===== src/rtl/ps2_pkg.sv =====
// PS/2 shared definitions
package ps2_pkg;

   localparam int PS2_FRAME_BITS = 11;      // Start, 8 data, parity, stop

   localparam logic [7:0] PS2_CMD_ENABLE   = 8'hF4;
   localparam logic [7:0] PS2_ACK_BYTE     = 8'hFA;
   localparam logic [7:0] PS2_PREFIX_EXT   = 8'hE0;
   localparam logic [7:0] PS2_PREFIX_BREAK = 8'hF0;

   // Keyboard result word
   typedef struct packed {
      logic       ext;      // E0 seen
      logic       brk;      // F0 seen
      logic [5:0] zero;
      logic [7:0] code;
   } key_word_t;

   // Mouse result
   typedef struct packed {
      logic [2:0]  buttons; // Left, middle, right
      logic [11:0] x;
      logic [11:0] y;
   } mouse_state_t;

endpackage


===== src/rtl/ps2_line_if.sv =====
// PS/2 line bundle
`timescale 1ns/1ps
interface ps2_line_if;

   logic clk_in;    // Sampled pins
   logic data_in;
   logic clk_out;   // 0 pulls the line low
   logic data_out;
   logic dir;       // High while the host drives

   modport host (
      input  clk_in,
      input  data_in,
      output clk_out,
      output data_out,
      output dir
   );

   modport monitor (
      input clk_in,
      input data_in,
      input clk_out,
      input data_out,
      input dir
   );

endinterface


===== src/rtl/ps2_frame_rx.sv =====
// PS/2 frame receiver
`timescale 1ns/1ps
module ps2_frame_rx
   import ps2_pkg::*;
#(
   parameter int FILTER_LEN = 8
)
(
   input  logic       clk,
   input  logic       reset,
   input  logic       ps2_clk,
   input  logic       ps2_data,
   input  logic       rx_disable,
   output logic [7:0] rx_byte,
   output logic       strobe,
   output logic       frame_err
);

   localparam int CNT_W = $clog2(FILTER_LEN + 1);
   localparam logic [3:0] LAST_BIT = 4'(PS2_FRAME_BITS - 1);

   logic [1:0]                clk_sync;
   logic [1:0]                data_sync;
   logic                      clk_filt;
   logic [CNT_W-1:0]          filt_cnt;
   logic                      fall;
   logic [3:0]                bit_cnt;
   logic [PS2_FRAME_BITS-1:0] shift_reg;
   logic [PS2_FRAME_BITS-1:0] frame_next;
   logic                      frame_ok;

   // New low level accepted this cycle
   assign fall = clk_filt && !clk_sync[1] && (filt_cnt == CNT_W'(FILTER_LEN - 1));

   assign frame_next = {data_sync[1], shift_reg[PS2_FRAME_BITS-1:1]};
   assign frame_ok = !frame_next[0]                      // Start
                     && frame_next[PS2_FRAME_BITS-1]     // Stop
                     && (^frame_next[9:1]);              // Odd parity over data

   always_ff @(posedge clk)
   begin
      if (reset)
      begin
         clk_sync  <= 2'b11;
         data_sync <= 2'b11;
         clk_filt  <= 1'b1;
         filt_cnt  <= '0;
      end
      else
      begin
         clk_sync  <= {clk_sync[0], ps2_clk};
         data_sync <= {data_sync[0], ps2_data};
         if (clk_sync[1] == clk_filt)
            filt_cnt <= '0;                    // Glitch or steady level
         else if (filt_cnt == CNT_W'(FILTER_LEN - 1))
         begin
            clk_filt <= clk_sync[1];
            filt_cnt <= '0;
         end
         else
            filt_cnt <= filt_cnt + 1'b1;
      end
   end

   always_ff @(posedge clk)
   begin
      if (reset)
      begin
         bit_cnt   <= '0;
         strobe    <= 1'b0;
         frame_err <= 1'b0;
      end
      else
      begin
         strobe    <= 1'b0;
         frame_err <= 1'b0;
         if (rx_disable)
            bit_cnt <= '0;                     // Host owns the line
         else if (fall)
         begin
            if (bit_cnt == LAST_BIT)
            begin
               bit_cnt   <= '0;
               strobe    <= frame_ok;
               frame_err <= !frame_ok;
            end
            else
               bit_cnt <= bit_cnt + 1'b1;
         end
      end
   end

   // Data path
   always_ff @(posedge clk)
   begin
      if (fall && !rx_disable)
      begin
         shift_reg <= frame_next;
         if (bit_cnt == LAST_BIT)
            rx_byte <= frame_next[8:1];
      end
   end

   a_strobe_err_excl: assert property (@(posedge clk) disable iff (reset)
      !(strobe && frame_err));

endmodule


===== src/rtl/ps2_keyboard.sv =====
// PS/2 keyboard decoder
`timescale 1ns/1ps
module ps2_keyboard
   import ps2_pkg::*;
#(
   parameter int FILTER_LEN = 8
)
(
   input  logic      clk,
   input  logic      reset,
   input  logic      ps2_clk,
   input  logic      ps2_data,
   output key_word_t key,
   output logic      strobe
);

   logic [7:0] rx_byte;
   logic       rx_strobe;
   logic       rx_err;
   logic       ext_held;
   logic       brk_held;

   ps2_frame_rx #(
      .FILTER_LEN (FILTER_LEN)
   ) frame_rx_i (
      .clk        (clk),
      .reset      (reset),
      .ps2_clk    (ps2_clk),
      .ps2_data   (ps2_data),
      .rx_disable (1'b0),             // Receive only
      .rx_byte    (rx_byte),
      .strobe     (rx_strobe),
      .frame_err  (rx_err)
   );

   always_ff @(posedge clk)
   begin
      if (reset)
      begin
         ext_held <= 1'b0;
         brk_held <= 1'b0;
         strobe   <= 1'b0;
      end
      else
      begin
         strobe <= 1'b0;
         if (rx_err)
         begin
            ext_held <= 1'b0;          // Drop a half-built sequence
            brk_held <= 1'b0;
         end
         else if (rx_strobe)
         begin
            if (rx_byte == PS2_PREFIX_EXT)
               ext_held <= 1'b1;
            else if (rx_byte == PS2_PREFIX_BREAK)
               brk_held <= 1'b1;
            else
            begin
               strobe   <= 1'b1;
               ext_held <= 1'b0;
               brk_held <= 1'b0;
            end
         end
      end
   end

   // Key word payload
   always_ff @(posedge clk)
   begin
      if (rx_strobe && !rx_err)
      begin
         key.ext  <= ext_held;
         key.brk  <= brk_held;
         key.zero <= '0;
         key.code <= rx_byte;
      end
   end

   a_flags_clear: assert property (@(posedge clk) disable iff (reset)
      strobe |-> (!ext_held && !brk_held));

endmodule


===== src/rtl/ps2_mouse_tx.sv =====
// PS/2 mouse command transmitter
`timescale 1ns/1ps
module ps2_mouse_tx
   import ps2_pkg::*;
#(
   parameter int FILTER_LEN     = 8,
   parameter int INHIBIT_CYCLES = 10000
)
(
   input  logic   clk,
   input  logic   reset,
   ps2_line_if.host line,
   output logic   done
);

   localparam int CNT_W = $clog2(FILTER_LEN + 1);
   localparam int INH_W = $clog2(INHIBIT_CYCLES + 1);

   typedef enum logic [2:0] {
      ST_INHIBIT,
      ST_REQUEST,
      ST_SHIFT,
      ST_ACK,
      ST_DONE
   } tx_state_t;

   tx_state_t        state;
   logic [INH_W-1:0] inh_cnt;
   logic [1:0]       clk_sync;
   logic [1:0]       data_sync;
   logic             clk_filt;
   logic [CNT_W-1:0] filt_cnt;
   logic             fall;
   logic [8:0]       tx_shift;       // Parity over command
   logic [3:0]       bit_cnt;

   assign fall = clk_filt && !clk_sync[1] && (filt_cnt == CNT_W'(FILTER_LEN - 1));

   // Device clock filter
   always_ff @(posedge clk)
   begin
      if (reset)
      begin
         clk_sync  <= 2'b11;
         data_sync <= 2'b11;
         clk_filt  <= 1'b1;
         filt_cnt  <= '0;
      end
      else
      begin
         clk_sync  <= {clk_sync[0], line.clk_in};
         data_sync <= {data_sync[0], line.data_in};
         if (clk_sync[1] == clk_filt)
            filt_cnt <= '0;
         else if (filt_cnt == CNT_W'(FILTER_LEN - 1))
         begin
            clk_filt <= clk_sync[1];
            filt_cnt <= '0;
         end
         else
            filt_cnt <= filt_cnt + 1'b1;
      end
   end

   always_ff @(posedge clk)
   begin
      if (reset)
      begin
         state         <= ST_INHIBIT;
         inh_cnt       <= '0;
         tx_shift      <= {~^PS2_CMD_ENABLE, PS2_CMD_ENABLE};
         bit_cnt       <= '0;
         line.dir      <= 1'b1;       // Host holds the clock low
         line.clk_out  <= 1'b0;
         line.data_out <= 1'b1;
         done          <= 1'b0;
      end
      else
      begin
         case (state)
            ST_INHIBIT:
               if (inh_cnt == INH_W'(INHIBIT_CYCLES - 1))
               begin
                  line.data_out <= 1'b0;   // Start bit
                  state         <= ST_REQUEST;
               end
               else
                  inh_cnt <= inh_cnt + 1'b1;
            ST_REQUEST:
            begin
               line.clk_out <= 1'b1;       // Device starts clocking
               state        <= ST_SHIFT;
            end
            ST_SHIFT:
               if (fall)
               begin
                  if (bit_cnt == 4'd9)
                  begin
                     line.data_out <= 1'b1; // Stop bit, line released
                     line.dir      <= 1'b0;
                     state         <= ST_ACK;
                  end
                  else
                  begin
                     line.data_out <= tx_shift[0];
                     tx_shift      <= {1'b0, tx_shift[8:1]};
                     bit_cnt       <= bit_cnt + 1'b1;
                  end
               end
            ST_ACK:
               if (fall && !data_sync[1])
               begin
                  done  <= 1'b1;
                  state <= ST_DONE;
               end
            default: ;                     // Stays idle until reset
         endcase
      end
   end

   a_done_released: assert property (@(posedge clk) disable iff (reset)
      done |-> !line.dir);

endmodule


===== src/rtl/ps2_mouse.sv =====
// PS/2 mouse packet decoder
`timescale 1ns/1ps
module ps2_mouse
   import ps2_pkg::*;
#(
   parameter int FILTER_LEN     = 8,
   parameter int INHIBIT_CYCLES = 10000
)
(
   input  logic         clk,
   input  logic         reset,
   ps2_line_if.host     line,
   output mouse_state_t state,
   output logic         strobe
);

   logic       tx_done;
   logic [7:0] rx_byte;
   logic       rx_strobe;
   logic       rx_err;
   logic       ack_pending;    // First byte after the command
   logic [1:0] byte_idx;
   logic [7:0] byte0;
   logic [7:0] byte1;
   logic [11:0] dx;
   logic [11:0] dy;

   ps2_mouse_tx #(
      .FILTER_LEN     (FILTER_LEN),
      .INHIBIT_CYCLES (INHIBIT_CYCLES)
   ) mouse_tx_i (
      .clk   (clk),
      .reset (reset),
      .line  (line),
      .done  (tx_done)
   );

   ps2_frame_rx #(
      .FILTER_LEN (FILTER_LEN)
   ) frame_rx_i (
      .clk        (clk),
      .reset      (reset),
      .ps2_clk    (line.clk_in),
      .ps2_data   (line.data_in),
      .rx_disable (!tx_done),
      .rx_byte    (rx_byte),
      .strobe     (rx_strobe),
      .frame_err  (rx_err)
   );

   // 9-bit signed deltas, sign extended to the position width
   assign dx = {{4{byte0[4]}}, byte1};
   assign dy = {{4{byte0[5]}}, rx_byte};

   always_ff @(posedge clk)
   begin
      if (reset)
      begin
         ack_pending <= 1'b1;
         byte_idx    <= '0;
         state       <= '0;
         strobe      <= 1'b0;
      end
      else
      begin
         strobe <= 1'b0;
         if (rx_err)
            byte_idx <= '0;               // Resync on a bad frame
         else if (rx_strobe)
         begin
            ack_pending <= 1'b0;
            if (!(ack_pending && rx_byte == PS2_ACK_BYTE))
            begin
               case (byte_idx)
                  2'd0:
                     if (rx_byte[3])
                        byte_idx <= 2'd1; // Sync bit set
                  2'd1:
                     byte_idx <= 2'd2;
                  default:
                  begin
                     byte_idx      <= 2'd0;
                     state.buttons <= {byte0[0], byte0[2], byte0[1]};
                     state.x       <= state.x + dx;   // Wraps at 4096
                     state.y       <= state.y + dy;
                     strobe        <= 1'b1;
                  end
               endcase
            end
         end
      end
   end

   // Packet bytes held for assembly
   always_ff @(posedge clk)
   begin
      if (rx_strobe && !rx_err)
      begin
         if (byte_idx == 2'd0)
            byte0 <= rx_byte;
         if (byte_idx == 2'd1)
            byte1 <= rx_byte;
      end
   end

   a_idx_range: assert property (@(posedge clk) disable iff (reset)
      byte_idx <= 2'd2);

endmodule


===== src/rtl/ps2_result_reg.sv =====
// Host result register
`timescale 1ns/1ps
module ps2_result_reg #(
   parameter type payload_t = logic
)
(
   input  logic     clk,
   input  logic     reset,
   input  payload_t in_data,
   input  logic     in_strobe,
   output payload_t out_data,
   output logic     ready
);

   always_ff @(posedge clk)
   begin
      if (reset)
      begin
         out_data <= '0;
         ready    <= 1'b0;
      end
      else
      begin
         ready <= in_strobe;          // One-cycle pulse
         if (in_strobe)
            out_data <= in_data;      // Held until the next result
      end
   end

endmodule


===== src/rtl/ps2_support.sv =====
// PS/2 input subsystem
`timescale 1ns/1ps
module ps2_support
   import ps2_pkg::*;
#(
   parameter int FILTER_LEN     = 8,
   parameter int INHIBIT_CYCLES = 10000
)
(
   input  logic        clk,
   input  logic        reset,
   input  logic        kb_ps2_clk_in,
   input  logic        kb_ps2_data_in,
   output logic [15:0] kb_data,
   output logic        kb_ready,
   input  logic        ms_ps2_clk_in,
   input  logic        ms_ps2_data_in,
   output logic        ms_ps2_clk_out,
   output logic        ms_ps2_data_out,
   output logic        ms_ps2_dir,
   output logic [11:0] ms_x,
   output logic [11:0] ms_y,
   output logic [2:0]  ms_button,
   output logic        ms_ready
);

   key_word_t    kb_key;
   key_word_t    kb_word;
   logic         kb_strobe;
   mouse_state_t ms_state;
   mouse_state_t ms_word;
   logic         ms_strobe;

   ps2_line_if ms_line();

   assign ms_line.clk_in  = ms_ps2_clk_in;
   assign ms_line.data_in = ms_ps2_data_in;
   assign ms_ps2_clk_out  = ms_line.clk_out;
   assign ms_ps2_data_out = ms_line.data_out;
   assign ms_ps2_dir      = ms_line.dir;

   // Keyboard path
   ps2_keyboard #(
      .FILTER_LEN (FILTER_LEN)
   ) keyboard_i (
      .clk      (clk),
      .reset    (reset),
      .ps2_clk  (kb_ps2_clk_in),
      .ps2_data (kb_ps2_data_in),
      .key      (kb_key),
      .strobe   (kb_strobe)
   );

   ps2_result_reg #(
      .payload_t (key_word_t)
   ) kb_result_i (
      .clk       (clk),
      .reset     (reset),
      .in_data   (kb_key),
      .in_strobe (kb_strobe),
      .out_data  (kb_word),
      .ready     (kb_ready)
   );

   assign kb_data = kb_word;

   // Mouse path
   ps2_mouse #(
      .FILTER_LEN     (FILTER_LEN),
      .INHIBIT_CYCLES (INHIBIT_CYCLES)
   ) mouse_i (
      .clk    (clk),
      .reset  (reset),
      .line   (ms_line.host),
      .state  (ms_state),
      .strobe (ms_strobe)
   );

   ps2_result_reg #(
      .payload_t (mouse_state_t)
   ) ms_result_i (
      .clk       (clk),
      .reset     (reset),
      .in_data   (ms_state),
      .in_strobe (ms_strobe),
      .out_data  (ms_word),
      .ready     (ms_ready)
   );

   assign ms_x      = ms_word.x;
   assign ms_y      = ms_word.y;
   assign ms_button = ms_word.buttons;

endmodule


===== config.mk =====
export PLATFORM = sky130hd
export DESIGN_NAME = ps2_support
export DESIGN_NICKNAME = d
export VERILOG_FILES = /design/src/rtl/ps2_pkg.sv /design/src/rtl/ps2_line_if.sv /design/src/rtl/ps2_frame_rx.sv /design/src/rtl/ps2_keyboard.sv /design/src/rtl/ps2_mouse_tx.sv /design/src/rtl/ps2_mouse.sv /design/src/rtl/ps2_result_reg.sv /design/src/rtl/ps2_support.sv
export SDC_FILE = /design/constraint.sdc
export NUM_CORES = 1
export LEC_CHECK = 0
export BUFFER_PORTS_ARGS = -buffer_cell sky130_fd_sc_hd__buf_2
export CELL_PAD_IN_SITES_DETAIL_PLACEMENT = 2
export CELL_PAD_IN_SITES_GLOBAL_PLACEMENT = 2
export CORE_MARGIN = 2
export CORE_UTILIZATION = 40
export DETAILED_ROUTE_END_ITERATION = 10
export PLACE_DENSITY = 0.8
export SLEW_MARGIN = 5
export SYNTH_ARGS = -nofsm -noshare
export SYNTH_HDL_FRONTEND = slang
export SYNTH_SLANG_ARGS = --single-unit

===== constraint.sdc =====
create_clock -name clk -period 3.1 [get_ports clk]
set_input_delay 0.465 -clock clk [delete_from_list [all_inputs] [get_ports clk]]
set_output_delay 0.465 -clock clk [all_outputs]
set_load 0.1 [all_outputs]

==> results of run 1 <==
==> placed cells by master, fill, tap and decap left out, drive strengths merged, types with 8 or more instances in the layout <==
| cell | netlist | layout |
|---|---|---|
| xor2 | 17 | 17 |
| nor2b | 12 | 12 |
| xnor2 | 32 | 32 |
| ha | 31 | 31 |
| clkbuf | 20 | 17 |
| a21oi | 43 | 43 |
| dfxtp | 141 | 141 |
| or2 | 10 | 10 |
| nand2 | 63 | 63 |
| a21o | 11 | 11 |
| mux2i | 48 | 48 |
| nand3 | 17 | 17 |
| buf | 14 | 57 |
| nand2b | 8 | 8 |
| a211oi | 13 | 13 |
| nor3 | 15 | 15 |
| edfxtp | 59 | 59 |
| inv | 23 | 32 |
| nor2 | 99 | 99 |
| o21ai | 20 | 20 |
==> metrics by stage <==
stage / power [mW] / utilization / instance area (µm²) / hold WS [ns]
global route: 5.36 / 0.465 / 9450 / 0.194
detailed placement: 2.96 / 0.435 / 8830 / 0.397
floorplan: 2.92 / - / 8310 / 0.389
finish: 5.17 / 0.465 / 9450 / 0.192
global placement: 2.94 / 0.435 / 8830 / 0.395
CTS: 5.23 / 0.465 / 9450 / 0.179
==> worst reg2reg max path: stages (launching register included) <==
cell       delay, ns
dfxtp_1         0.37
ha_1            0.21
inv_1           0.08
fa_1            0.43
nor2b_1         0.18
o21ai_1         0.13
a21oi_1         0.25
o211ai_1        0.18
a2111oi_0       0.55
a311o_1         0.19
==> worst min-delay path by stage <==
| stage | to | slack [ns] |
|---|---|---|
| finish | keyboard_i.frame_rx_i.data_sync[0]$_SDFF_PP1_ | 0.19 |
| global route | keyboard_i.frame_rx_i.clk_sync[0]$_SDFF_PP1_ | 0.19 |
| CTS | keyboard_i.frame_rx_i.clk_sync[0]$_SDFF_PP1_ | 0.18 |
| detailed placement | keyboard_i.frame_rx_i.data_sync[1]$_SDFF_PP1_ | 0.40 |
| global placement | mouse_i.frame_rx_i.data_sync[1]$_SDFF_PP1_ | 0.39 |
| floorplan | keyboard_i.frame_rx_i.clk_sync[1]$_SDFF_PP1_ | 0.39 |
==> power by group <==
group	leakage (nW)	internal [mW]	switching, mW
Sequential	1.67	2.70	0.0255
Combinational	1.57	0.0458	0.127
Clock	0.298	1.11	1.17
==> synthesized netlist by cell type (3+ instances only) <==
cell,n
nor3b_1,4
buf_1,5
nor3_1,14
inv_1,23
and3b_1,3
buf_4,7
nor2_1,99
or2_2,9
o211ai_1,5
clkbuf_1,20
nand4b_1,3
a211oi_1,13
or4b_1,4
ha_1,31
nand4_1,6
o21ai_1,3
and3_1,6
dfxtp_1,141
xnor2_1,32
o21ai_0,17
and2_1,5
o31ai_1,3
mux2i_1,48
or3_1,7
nand3_1,17
a21oi_1,43
xor2_1,17
a21o_1,11
nor4_1,4
a31oi_1,4
nand2b_1,8
nor2b_1,12
edfxtp_1,59
nand3b_1,5
nand2_1,62
==> metal layers <==
metal	wire [µm]	vias to the layer above	global-route usage
met1	8600	2917	0.218
met3	508	44	0.0386
li1	-	2835	-
met2	11900	94	0.394
met5	0	-	0
met4	569	0	0.0824
==> kinds of logic (layout without fill, tap and decap cells) <==
kind of cell / after synthesis / count (layout) / share of synthesized area
xor+xnor: 49 / 49 / 0.0517
mux: 49 / 49 / 0.0593
buf+inv: 57 / 112 / 0.0293
fa+ha+maj: 33 / 33 / 0.0516
simple gates: 276 / 276 / 0.164
other cells: 1 / 6 / 0.000452
compound gates: 117 / 117 / 0.0896
flops: 200 / 200 / 0.554
==> final cells by class <==
cell class | count | area share
sequential | 200 | 0.486
multi-input combinational | 530 | 0.370
clock buffer | 17 | 0.0450
tap | 270 | 0.0358
timing repair buffer | 57 | 0.0331
clock inverter | 15 | 0.0204
inverter | 23 | 0.00914
==> run_results.csv, run 1 <==
group,metric,value,unit
clock_network,cts_buffer_depth,2,
final_layout,syn2layout_area_growth,13.9,%
final_layout,fillers,2083,
final_layout,antenna_cells,0,
sta,finalSetupViolCount,0,
sta,finalHoldViolCount,0,
grt,grt_pass1_vias,6583,
setup_path,critical_path_arrival,3.01,ns
final_layout,multiInputGateArea,3500,µm²
clock_network,clk_latency,0.45,ns
grt,grt_first_pass_wirelength,35000,µm
floorplan,core,20300,µm²
setup_path,cp_num_buf_inv,1,
min_path,hold-path-cell-count,2,
setup_path,cp-startpoint,"mouse_i.state[12]$_SDFFE_PP0P_",
logic_synthesis,synth_cell_types,62,
setup_path,r2r-start,"mouse_i.state[12]$_SDFFE_PP0P_",
clock_network,cts_tree,"built",
logic_synthesis,syn_area_per_cell,10.6,µm²
floorplan,io_pins,54,
placement,gp_congestion,0.811,
setup_path,cp_slowest_cell,"a2111oi_0",
clock_network,post_cts_buffers,0,
sta,maxSlewViolCount,0,
floorplan,fp.dieArea,21900,µm²
logic_synthesis,synth_top_cell_by_area,"dfxtp_1",
route,vias,5890,
logic_synthesis,synth_area_leaders,"dfxtp_1 34%, edfxtp_1 21%, mux2i_1 5.8%",
route,drc,0,
logic_synthesis,synth_cells,782,
placement,place_inst,1080,
sta,tightest_slew,1.04,ns
final_layout,nets,868,
sta,rsz0062_at_grt,"no",
min_path,hp-start,"kb_ps2_data_in",
setup_path,r2r_cells,9,
sta,fin_tns_setup,0,ns
clock_network,cts.sinks,200,
setup_path,critPathCaptureType,"register",
setup_path,rrSetupSlack,0.48,ns
sta,skew,0.00988,ns
floorplan,die_h,148,µm
final_layout,final-seq-area,4590,µm²
setup_path,slowest_delay,0.55,ns
sta,layout_setup_ws,0.483,ns
power,ir_drop,0.435,mV
min_path,hp-class,"in2reg",
final_layout,drive_above_1_share,0.125,
setup_path,path_cells,"ha_1, inv_1, fa_1, nor2b_1, o21ai_1, a21oi_1, o211ai_1, a2111oi_0, a311o_1",
logic_synthesis,yosysWarningCount,0,
clock_network,numCtsBuffers,17,
floorplan,start_util,0.409,
logic_synthesis,syn_area,8290,µm²
final_layout,largestRegisters,"mouse_i.state: 27 flops, ms_result_i.out_data: 27 flops, mouse_i.mouse_tx_i.inh_cnt: 14 flops",
sta,min_period,2.62,ns
logic_synthesis,synth-main-ff-cell,"dfxtp_1",
sta,fin_crit_sh,0.844,
logic_synthesis,seq_area_frac_synth,0.554,
grt,grt_max_degree,53,
setup_path,path_class,"reg2reg",
setup_path,required,3.50,ns
power,p_per_area,548,nW/µm²
route,firstDrtPassIters,4,
logic_synthesis,synth_edf_count,59,
setup_path,r2r_end,"mouse_i.state[22]$_SDFFE_PP0P_",
final_layout,fin_cells,1112,
flow_run,maxCapViolCount,0,
floorplan,dieWidth,148,µm
power,p_leak,3.54,nW
clock_network,postCtsHoldBufs,0,
setup_path,endpoint,"mouse_i.state[22]$_SDFFE_PP0P_",
clock_network,cts_resized,0,
route,wl,21600,µm
route,vias_per_cell,5.30,
setup_path,startpoint_type,"register",
placement,dpl.hpwl,14900,µm
logic_synthesis,netlist.area_leader.share,0.340,
route,drt_iter0_markers,216,
sta,max_freq,382,MHz
route,ant_nets,0,
logic_synthesis,async_flop_share,0,
clock_network,path_clk_slew,0.08,ns
grt,antenna_found_initial,0,
run_status,status,"completed",
sta,relSlewSlack,0.299,
grt,grt_usage,0.205,
clock_network,htree_levels,4,
clock_network,cts-root-buf,"clkbuf_16",
grt,overflow,0,
placement,place_ws,0.572,ns
route,wl_per_cell,19.4,µm
setup_path,cp_max_fo,3,
floorplan,row_count,52,
placement,io_buffers,47,
setup_path,cpLargestDelayFamily,"compound AO/OA/AOI/OAI gates",
setup_path,cp.depth,9,
logic_synthesis,synth_seq_cells,200,
Power figures use the tool's default switching activity.
==> run 2: changes to the inputs <==
--- a/config.mk
+++ b/config.mk
@@ -5,13 +5,14 @@
 export SDC_FILE = /design/constraint.sdc
 export NUM_CORES = 1
 export LEC_CHECK = 0
+export ABC_AREA = 1
 export BUFFER_PORTS_ARGS = -buffer_cell sky130_fd_sc_hd__buf_2
 export CELL_PAD_IN_SITES_DETAIL_PLACEMENT = 2
 export CELL_PAD_IN_SITES_GLOBAL_PLACEMENT = 2
 export CORE_MARGIN = 2
-export CORE_UTILIZATION = 40
+export CORE_UTILIZATION = 37
 export DETAILED_ROUTE_END_ITERATION = 10
-export PLACE_DENSITY = 0.8
+export PLACE_DENSITY = 0.81
 export SLEW_MARGIN = 5
 export SYNTH_ARGS = -nofsm -noshare
 export SYNTH_HDL_FRONTEND = slang
==> constraint.sdc (replaced) <==
create_clock -name clk -period 2.6 [get_ports clk]
set_input_delay 0.39 -clock clk [delete_from_list [all_inputs] [get_ports clk]]
set_output_delay 0.39 -clock clk [all_outputs]
set_load 0.1 [all_outputs]
==> run 2 against run 1 <==
  * Power up 18%
  * Register-to-register slack improved by 0.05 ns
  * Utilization down 3.9 points
  * Highest routed layer unchanged
  * Critical path type unchanged
  * Count of clock-buffer cells in the layout is 2 higher
  * Final cell count up 32%
  * Synthesized cell count up 40%
  * Combinational power increased by 12%
  * Area after synthesis up 7.7%
  * Sequential power rose by 19%
  * Flip-flop and latch count unchanged
  * Setup slack better by 0.051 ns
  * Maximum frequency is 27% higher
==> run_results.csv, run 2 <==
group,metric,value,unit
final_layout,syn2layout_area_growth,12.7,%
floorplan,dieWidth,159,µm
grt,grt_pass1_vias,8107,
setup_path,startpoint_type,"register",
sta,rsz0062_at_grt,"no",
logic_synthesis,synth_seq_cells,200,
setup_path,slowest_delay,0.69,ns
clock_network,cts-root-buf,"clkbuf_16",
route,ant_nets,0,
logic_synthesis,synth_area_leaders,"dfxtp_1 32%, edfxtp_1 20%, nand2_1 9.6%",
setup_path,cp_slowest_cell,"nor3_2",
logic_synthesis,seq_area_frac_synth,0.514,
power,p_per_area,607,nW/µm²
sta,min_period,2.07,ns
sta,finalSetupViolCount,0,
final_layout,drive_above_1_share,0.109,
placement,io_buffers,47,
power,p_leak,4.48,nW
floorplan,core,23600,µm²
route,drc,0,
logic_synthesis,yosysWarningCount,0,
sta,tightest_slew,0.905,ns
floorplan,start_util,0.378,
clock_network,cts_tree,"built",
clock_network,htree_levels,4,
setup_path,cpMostUsedCell,"nand2_1",
route,vias,7418,
sta,finalHoldViolCount,0,
clock_network,cts_buffer_depth,2,
final_layout,largestRegisters,"mouse_i.state: 27 flops, ms_result_i.out_data: 27 flops, mouse_i.mouse_tx_i.inh_cnt: 14 flops",
route,wl_per_cell,17.5,µm
floorplan,fp.dieArea,25400,µm²
logic_synthesis,synth_cell_types,43,
final_layout,finalInstanceArea,10100,µm²
final_layout,nets,1177,
logic_synthesis,synth_top_cell_by_area,"dfxtp_1",
setup_path,critical_path_arrival,2.44,ns
grt,grt_first_pass_wirelength,42800,µm
clock_network,cts.sinks,200,
logic_synthesis,async_flop_share,0,
grt,grt_max_degree,41,
grt,grt_usage,0.210,
sta,fin_tns_setup,0,ns
clock_network,cts_resized,0,
route,vias_per_cell,5.05,
clock_network,numCtsBuffers,17,
route,wl,25800,µm
clock_network,postCtsHoldBufs,0,
setup_path,cp_max_fo,9,
setup_path,path_class,"reg2reg",
final_layout,final-seq-area,4590,µm²
route,drt_iter0_markers,357,
sta,relSlewSlack,0.396,
logic_synthesis,netlist.area_leader.share,0.316,
setup_path,critPathCaptureType,"register",
flow_run,maxCapViolCount,0,
final_layout,multiInputGateArea,3690,µm²
placement,dpl_cell_area,9490,µm²
min_path,hp-class,"in2reg",
final_layout,antenna_cells,0,
logic_synthesis,synth-main-ff-cell,"dfxtp_1",
logic_synthesis,synth_edf_count,59,
final_layout,fillers,2703,
floorplan,row_count,56,
logic_synthesis,yosysMostFrequentCell,"nand2_1",
clock_network,post_cts_buffers,0,
floorplan,io_pins,54,
route,firstDrtPassIters,4,
grt,antenna_found_initial,0,
grt,overflow,0,
sta,skew,0.0156,ns
sta,maxSlewViolCount,0,
sta,max_freq,484,MHz
placement,gp_congestion,0.827,
floorplan,die_h,159,µm
logic_synthesis,syn_area_per_cell,8.19,µm²
clock_network,path_clk_slew,0.08,ns
sta,fin_crit_sh,0.794,
power,ir_drop,0.496,mV
final_layout,layout_common_cells,"229 x nand2_1, 171 x nor2_1, 141 x dfxtp_1",
setup_path,path_cells,"ha_1, nand2_1, nor2_1, nand2_1, nor3_2, nand2_1, a21oi_1",
final_layout,final_common_cell,"nand2_1",
logic_synthesis,synth_cells,1091,
setup_path,required,2.97,ns
logic_synthesis,syn_area,8930,µm²
placement,dpl.hpwl,18100,µm
run_status,status,"completed",
clock_network,clk_latency,0.45,ns
logic_synthesis,synth_commonest_cells,"229 x nand2_1, 171 x nor2_1, 141 x dfxtp_1",
==> run 2: changes by cell type after synthesis, moves of 18 or more <==
cell | before | now
mux2i_1 | 48 | 0
nor2_1 | 99 | 171
nand2_1 | 62 | 229
nand3_1 | 17 | 60
o21ai_0 | 17 | 75
xnor2_1 | 32 | 14
inv_1 | 23 | 123
==> run 2: cell type report <==
cell class              instances  area share
inverters                     127      0.0476
clock inverters                13      0.0127
well taps                     319      0.0396
clock buffers                  19      0.0451
multi-input cells             735       0.367
flip-flops and latches        200       0.456
repair buffers                 57      0.0321
==> run 2: power breakdown <==
group	switching, mW	internal (mW)
clock network	1.36	1.33
registers	0.0207	3.21
logic	0.152	0.0406
==> run 2: cells by family after synthesis <==
group / synth area share
and+or+nand+nor: 0.248
DFF: 0.514
buffers and inverters: 0.0742
AOI/OAI and AO/OA: 0.0881
adders and majority gates: 0.0479
xor gates and xnor gates: 0.0275
other: 0.000420
==> run 2: stage by stage <==
stage                     utilization  setup WS [ns]  hold WS, ns  total power [mW]  cells
final                           0.427          0.534        0.115              6.11   1470
after global placement          0.402          0.732        0.393              3.48   1438
after detailed placement        0.402          0.594        0.401              3.49   1438
after global routing            0.427          0.276        0.102              6.31   1470
after floorplan                     -          0.919        0.389              3.45   1096
after CTS                       0.427          0.507        0.102              6.17   1470
==> run 2: final timing paths <==
path                                                                start                                            end  slack [ns]  depth (start not counted)
worst max-delay path            mouse_i.frame_rx_i.filt_cnt[0]$_SDFF_PP0_        mouse_i.frame_rx_i.frame_err$_SDFF_PP0_        0.53                          7
worst max register to register  mouse_i.frame_rx_i.filt_cnt[0]$_SDFF_PP0_        mouse_i.frame_rx_i.frame_err$_SDFF_PP0_        0.53                          7
worst min-delay path                                       kb_ps2_data_in  keyboard_i.frame_rx_i.data_sync[0]$_SDFF_PP1_        0.11                          2
worst min register to register  mouse_i.frame_rx_i.clk_sync[0]$_SDFF_PP1_      mouse_i.frame_rx_i.clk_sync[1]$_SDFF_PP1_        0.41                          1
==> run 2: critical path, delay by kind of cell, from the launching register on <==
family	cells	cell delay (ns)
DFF	1	0.35
and+or+nand+nor	5	1.28
adders and majority gates	1	0.18
AOI/OAI and AO/OA	1	0.17
==> run 2: layer usage <==
metal	wire length (µm)	up-vias	global-route usage	share of wire
met5	0	-	0	0
met4	452	0	0.0653	0.018
met3	493	32	0.0268	0.019
met2	12900	83	0.373	0.50
met1	11900	3688	0.265	0.46
li1	-	3615	-	-
==> run 3: changes to the inputs <==
==> constraint.sdc (replaced) <==
create_clock -name clk -period 2 [get_ports clk]
set_input_delay 0.3 -clock clk [delete_from_list [all_inputs] [get_ports clk]]
set_output_delay 0.3 -clock clk [all_outputs]
set_load 0.1 [all_outputs]
==> run 3 against run 2 <==
  * Clock skew fell by 0.0039 ns
  * Final cell count increased by 0.61%
  * Setup slack lost 0.42 ns
  * Non-clock buffer count rose by 9
  * Critical endpoint is now mouse_i.state[7]$_SDFFE_PP0P_
  * First-iteration DRC count grew 9.5%
  * Sequential share of layout area shrank 0.45 points
  * Sequential power grew 30%
  * Highest routed layer unchanged
  * Maximum frequency up 9.8%
  * Flip-flop and latch count is the same
  * Hold slack got worse by 0.094 ns
  * Critical path depth up 2
==> run_results.csv, run 3 (synthesized netlist as in run 2, its figures left out) <==
group,metric,value,unit
grt,grt_usage,0.212,
floorplan,row_count,56,
power,combPwrFrac,0.033,
placement,io_buffers,47,
final_layout,antenna_cells,0,
final_layout,layout_common_cells,"229 x nand2_1, 171 x nor2_1, 140 x dfxtp_1",
setup_path,path_class,"reg2reg",
power,power_switching_share,0.250,
grt,overflow,0,
route,ant_nets,0,
final_layout,final_common_cell,"nand2_1",
power,p_per_area,780,nW/µm²
route,wl,26100,µm
setup_path,r2r-start,"mouse_i.frame_rx_i.rx_byte[2]$_DFFE_PP_",
floorplan,start_util,0.378,
sta,finalSetupViolCount,0,
floorplan,fp.dieArea,25400,µm²
grt,grt_pass1_vias,8256,
flow_run,maxCapViolCount,0,
setup_path,slowest_delay,0.50,ns
placement,dpl.hpwl,18400,µm
setup_path,cp-startpoint,"mouse_i.frame_rx_i.rx_byte[2]$_DFFE_PP_",
setup_path,endpoint,"mouse_i.state[7]$_SDFFE_PP0P_",
setup_path,r2r_end,"mouse_i.state[7]$_SDFFE_PP0P_",
floorplan,io_pins,54,
clock_network,cts_buffer_depth,2,
placement,dpl_cell_area,9570,µm²
setup_path,startpoint_type,"register",
final_layout,finalInstanceArea,10200,µm²
setup_path,path_cells,"ha_1, nand2_1, nand3_1, nand2_1, nand2_1, xnor2_1, nand2_1, nand2_1, inv_1",
setup_path,required,2.36,ns
setup_path,rrSetupSlack,0.12,ns
final_layout,nets,1186,
power,power_frac_clock,0.439,
min_path,hold-path-cell-count,2,
clock_network,clk_latency,0.45,ns
floorplan,die_h,159,µm
power,p_leak,4.55,nW
clock_network,postCtsHoldBufs,0,
route,wl_per_cell,17.7,µm
setup_path,cp_slowest_cell,"edfxtp_1",
clock_network,path_clk_slew,0.08,ns
grt,grt_first_pass_wirelength,43300,µm
clock_network,htree_levels,4,
setup_path,cpLargestDelayFamily,"simple AND/OR/NAND/NOR gates",
power,seqPwrFrac,0.529,
setup_path,cpMostUsedCell,"nand2_1",
run_status,status,"completed",
final_layout,fillers,2708,
setup_path,r2r_cells,9,
floorplan,dieWidth,159,µm
final_layout,fin_cells,1479,
sta,skew,0.0117,ns
power,power_switching,1.98,mW
setup_path,critPathCaptureType,"register",
grt,grt_max_degree,65,
placement,gp_congestion,0.790,
sta,tightest_slew,0.586,ns
min_path,hp-class,"in2reg",
route,drc,0,
clock_network,cts-root-buf,"clkbuf_16",
clock_network,numCtsBuffers,17,
sta,maxSlewViolCount,0,
setup_path,cp.depth,9,
final_layout,syn2layout_area_growth,13.9,%
floorplan,core,23600,µm²
route,drt_iter0_markers,391,
sta,fin_crit_sh,0.940,
power,p_total,7.94,mW
sta,min_period,1.88,ns
setup_path,critical_path_arrival,2.24,ns
setup_path,cp_num_buf_inv,1,
power,p_int,5.95,mW
clock_network,cts.sinks,200,
grt,antenna_found_initial,0,
final_layout,largestRegisters,"mouse_i.state: 27 flops, ms_result_i.out_data: 27 flops, mouse_i.mouse_tx_i.inh_cnt: 14 flops",
final_layout,drive_above_1_share,0.121,
sta,max_freq,532,MHz
min_path,hp-start,"kb_ps2_clk_in",
sta,finalHoldViolCount,0,
sta,relSlewSlack,0.608,
clock_network,cts_tree,"built",
placement,place_inst,1446,
route,vias,7412,
route,firstDrtPassIters,4,
power,ir_drop,0.384,mV
route,vias_per_cell,5.01,
setup_path,cp_max_fo,6,
[run 3: changes by cell type in the layout (fill, tap and decap cells not counted), sizes merged]
cell and change:
inv +3, clkinvlp -2, buf +9, clkbuf -1
[run 3: metrics by stage]
stage	TNS [ns]	worst slack, ns	hold slack (ns)	utilization
after floorplan	0	0.319	0.389	-
after global placement	0	0.156	0.390	0.405
after detailed placement	0	0.0342	0.399	0.405
after CTS	0	0.0349	0.0107	0.430
after global routing	-0.0190	-0.0160	0.0171	0.431
final	0	0.119	0.0211	0.431
[run 3: how the worst min path moves through the flow]
stage | to | slack, ns
6_report | keyboard_i.frame_rx_i.clk_sync[0]$_SDFF_PP1_ | 0.02
2_1_floorplan | keyboard_i.frame_rx_i.clk_sync[1]$_SDFF_PP1_ | 0.39
5_1_grt | keyboard_i.frame_rx_i.clk_sync[0]$_SDFF_PP1_ | 0.02
4_1_cts | keyboard_i.frame_rx_i.clk_sync[0]$_SDFF_PP1_ | 0.01
3_5_place_dp | keyboard_i.frame_rx_i.clk_sync[1]$_SDFF_PP1_ | 0.40
3_3_place_gp | mouse_i.frame_rx_i.clk_sync[1]$_SDFF_PP1_ | 0.39
[run 3: worst reg2reg max path, cell delays in order, from the launching register on]
cell	delay (ns)
edfxtp_1	0.50
ha_1	0.43
nand2_1	0.12
nand3_1	0.21
nand2_1	0.14
nand2_1	0.08
xnor2_1	0.15
nand2_1	0.07
nand2_1	0.06
inv_1	0.03
[run 3: metal layers]
metal | vias up | global-route usage | share of wire
li1 | 3619 | - | -
met1 | 3680 | 0.267 | 0.45
met2 | 82 | 0.379 | 0.51
met3 | 31 | 0.0372 | 0.027
met4 | 0 | 0.0504 | 0.014
met5 | - | 0 | 0
[run 3: power groups by stage]
stage                     combinational (mW)  sequential (mW)  clock [mW]
after global routing                   0.285             4.20        3.74
after global placement                 0.249             4.29           0
after CTS                              0.263             4.19        3.56
after floorplan                        0.187             4.30           0
final                                  0.259             4.20        3.48
after detailed placement               0.259             4.29           0
[run 3: area by class of cell]
class                           instances  area, µm²  area share
Clock buffer                           18        450      0.0443
Clock inverter                         14        128      0.0125
Inverter                              127        479      0.0471
Multi-Input combinational cell        735       3700       0.364
Sequential cell                       200       4600       0.452
Tap cell                              319        399      0.0392
Timing Repair Buffer                   66        419      0.0412
[run 3: timing repair]
item	in CTS	in global routing
endpoints found under the setup margin	2	4
resized for setup	2	3
setup buffers	0	1
endpoints found under the hold margin	0	0
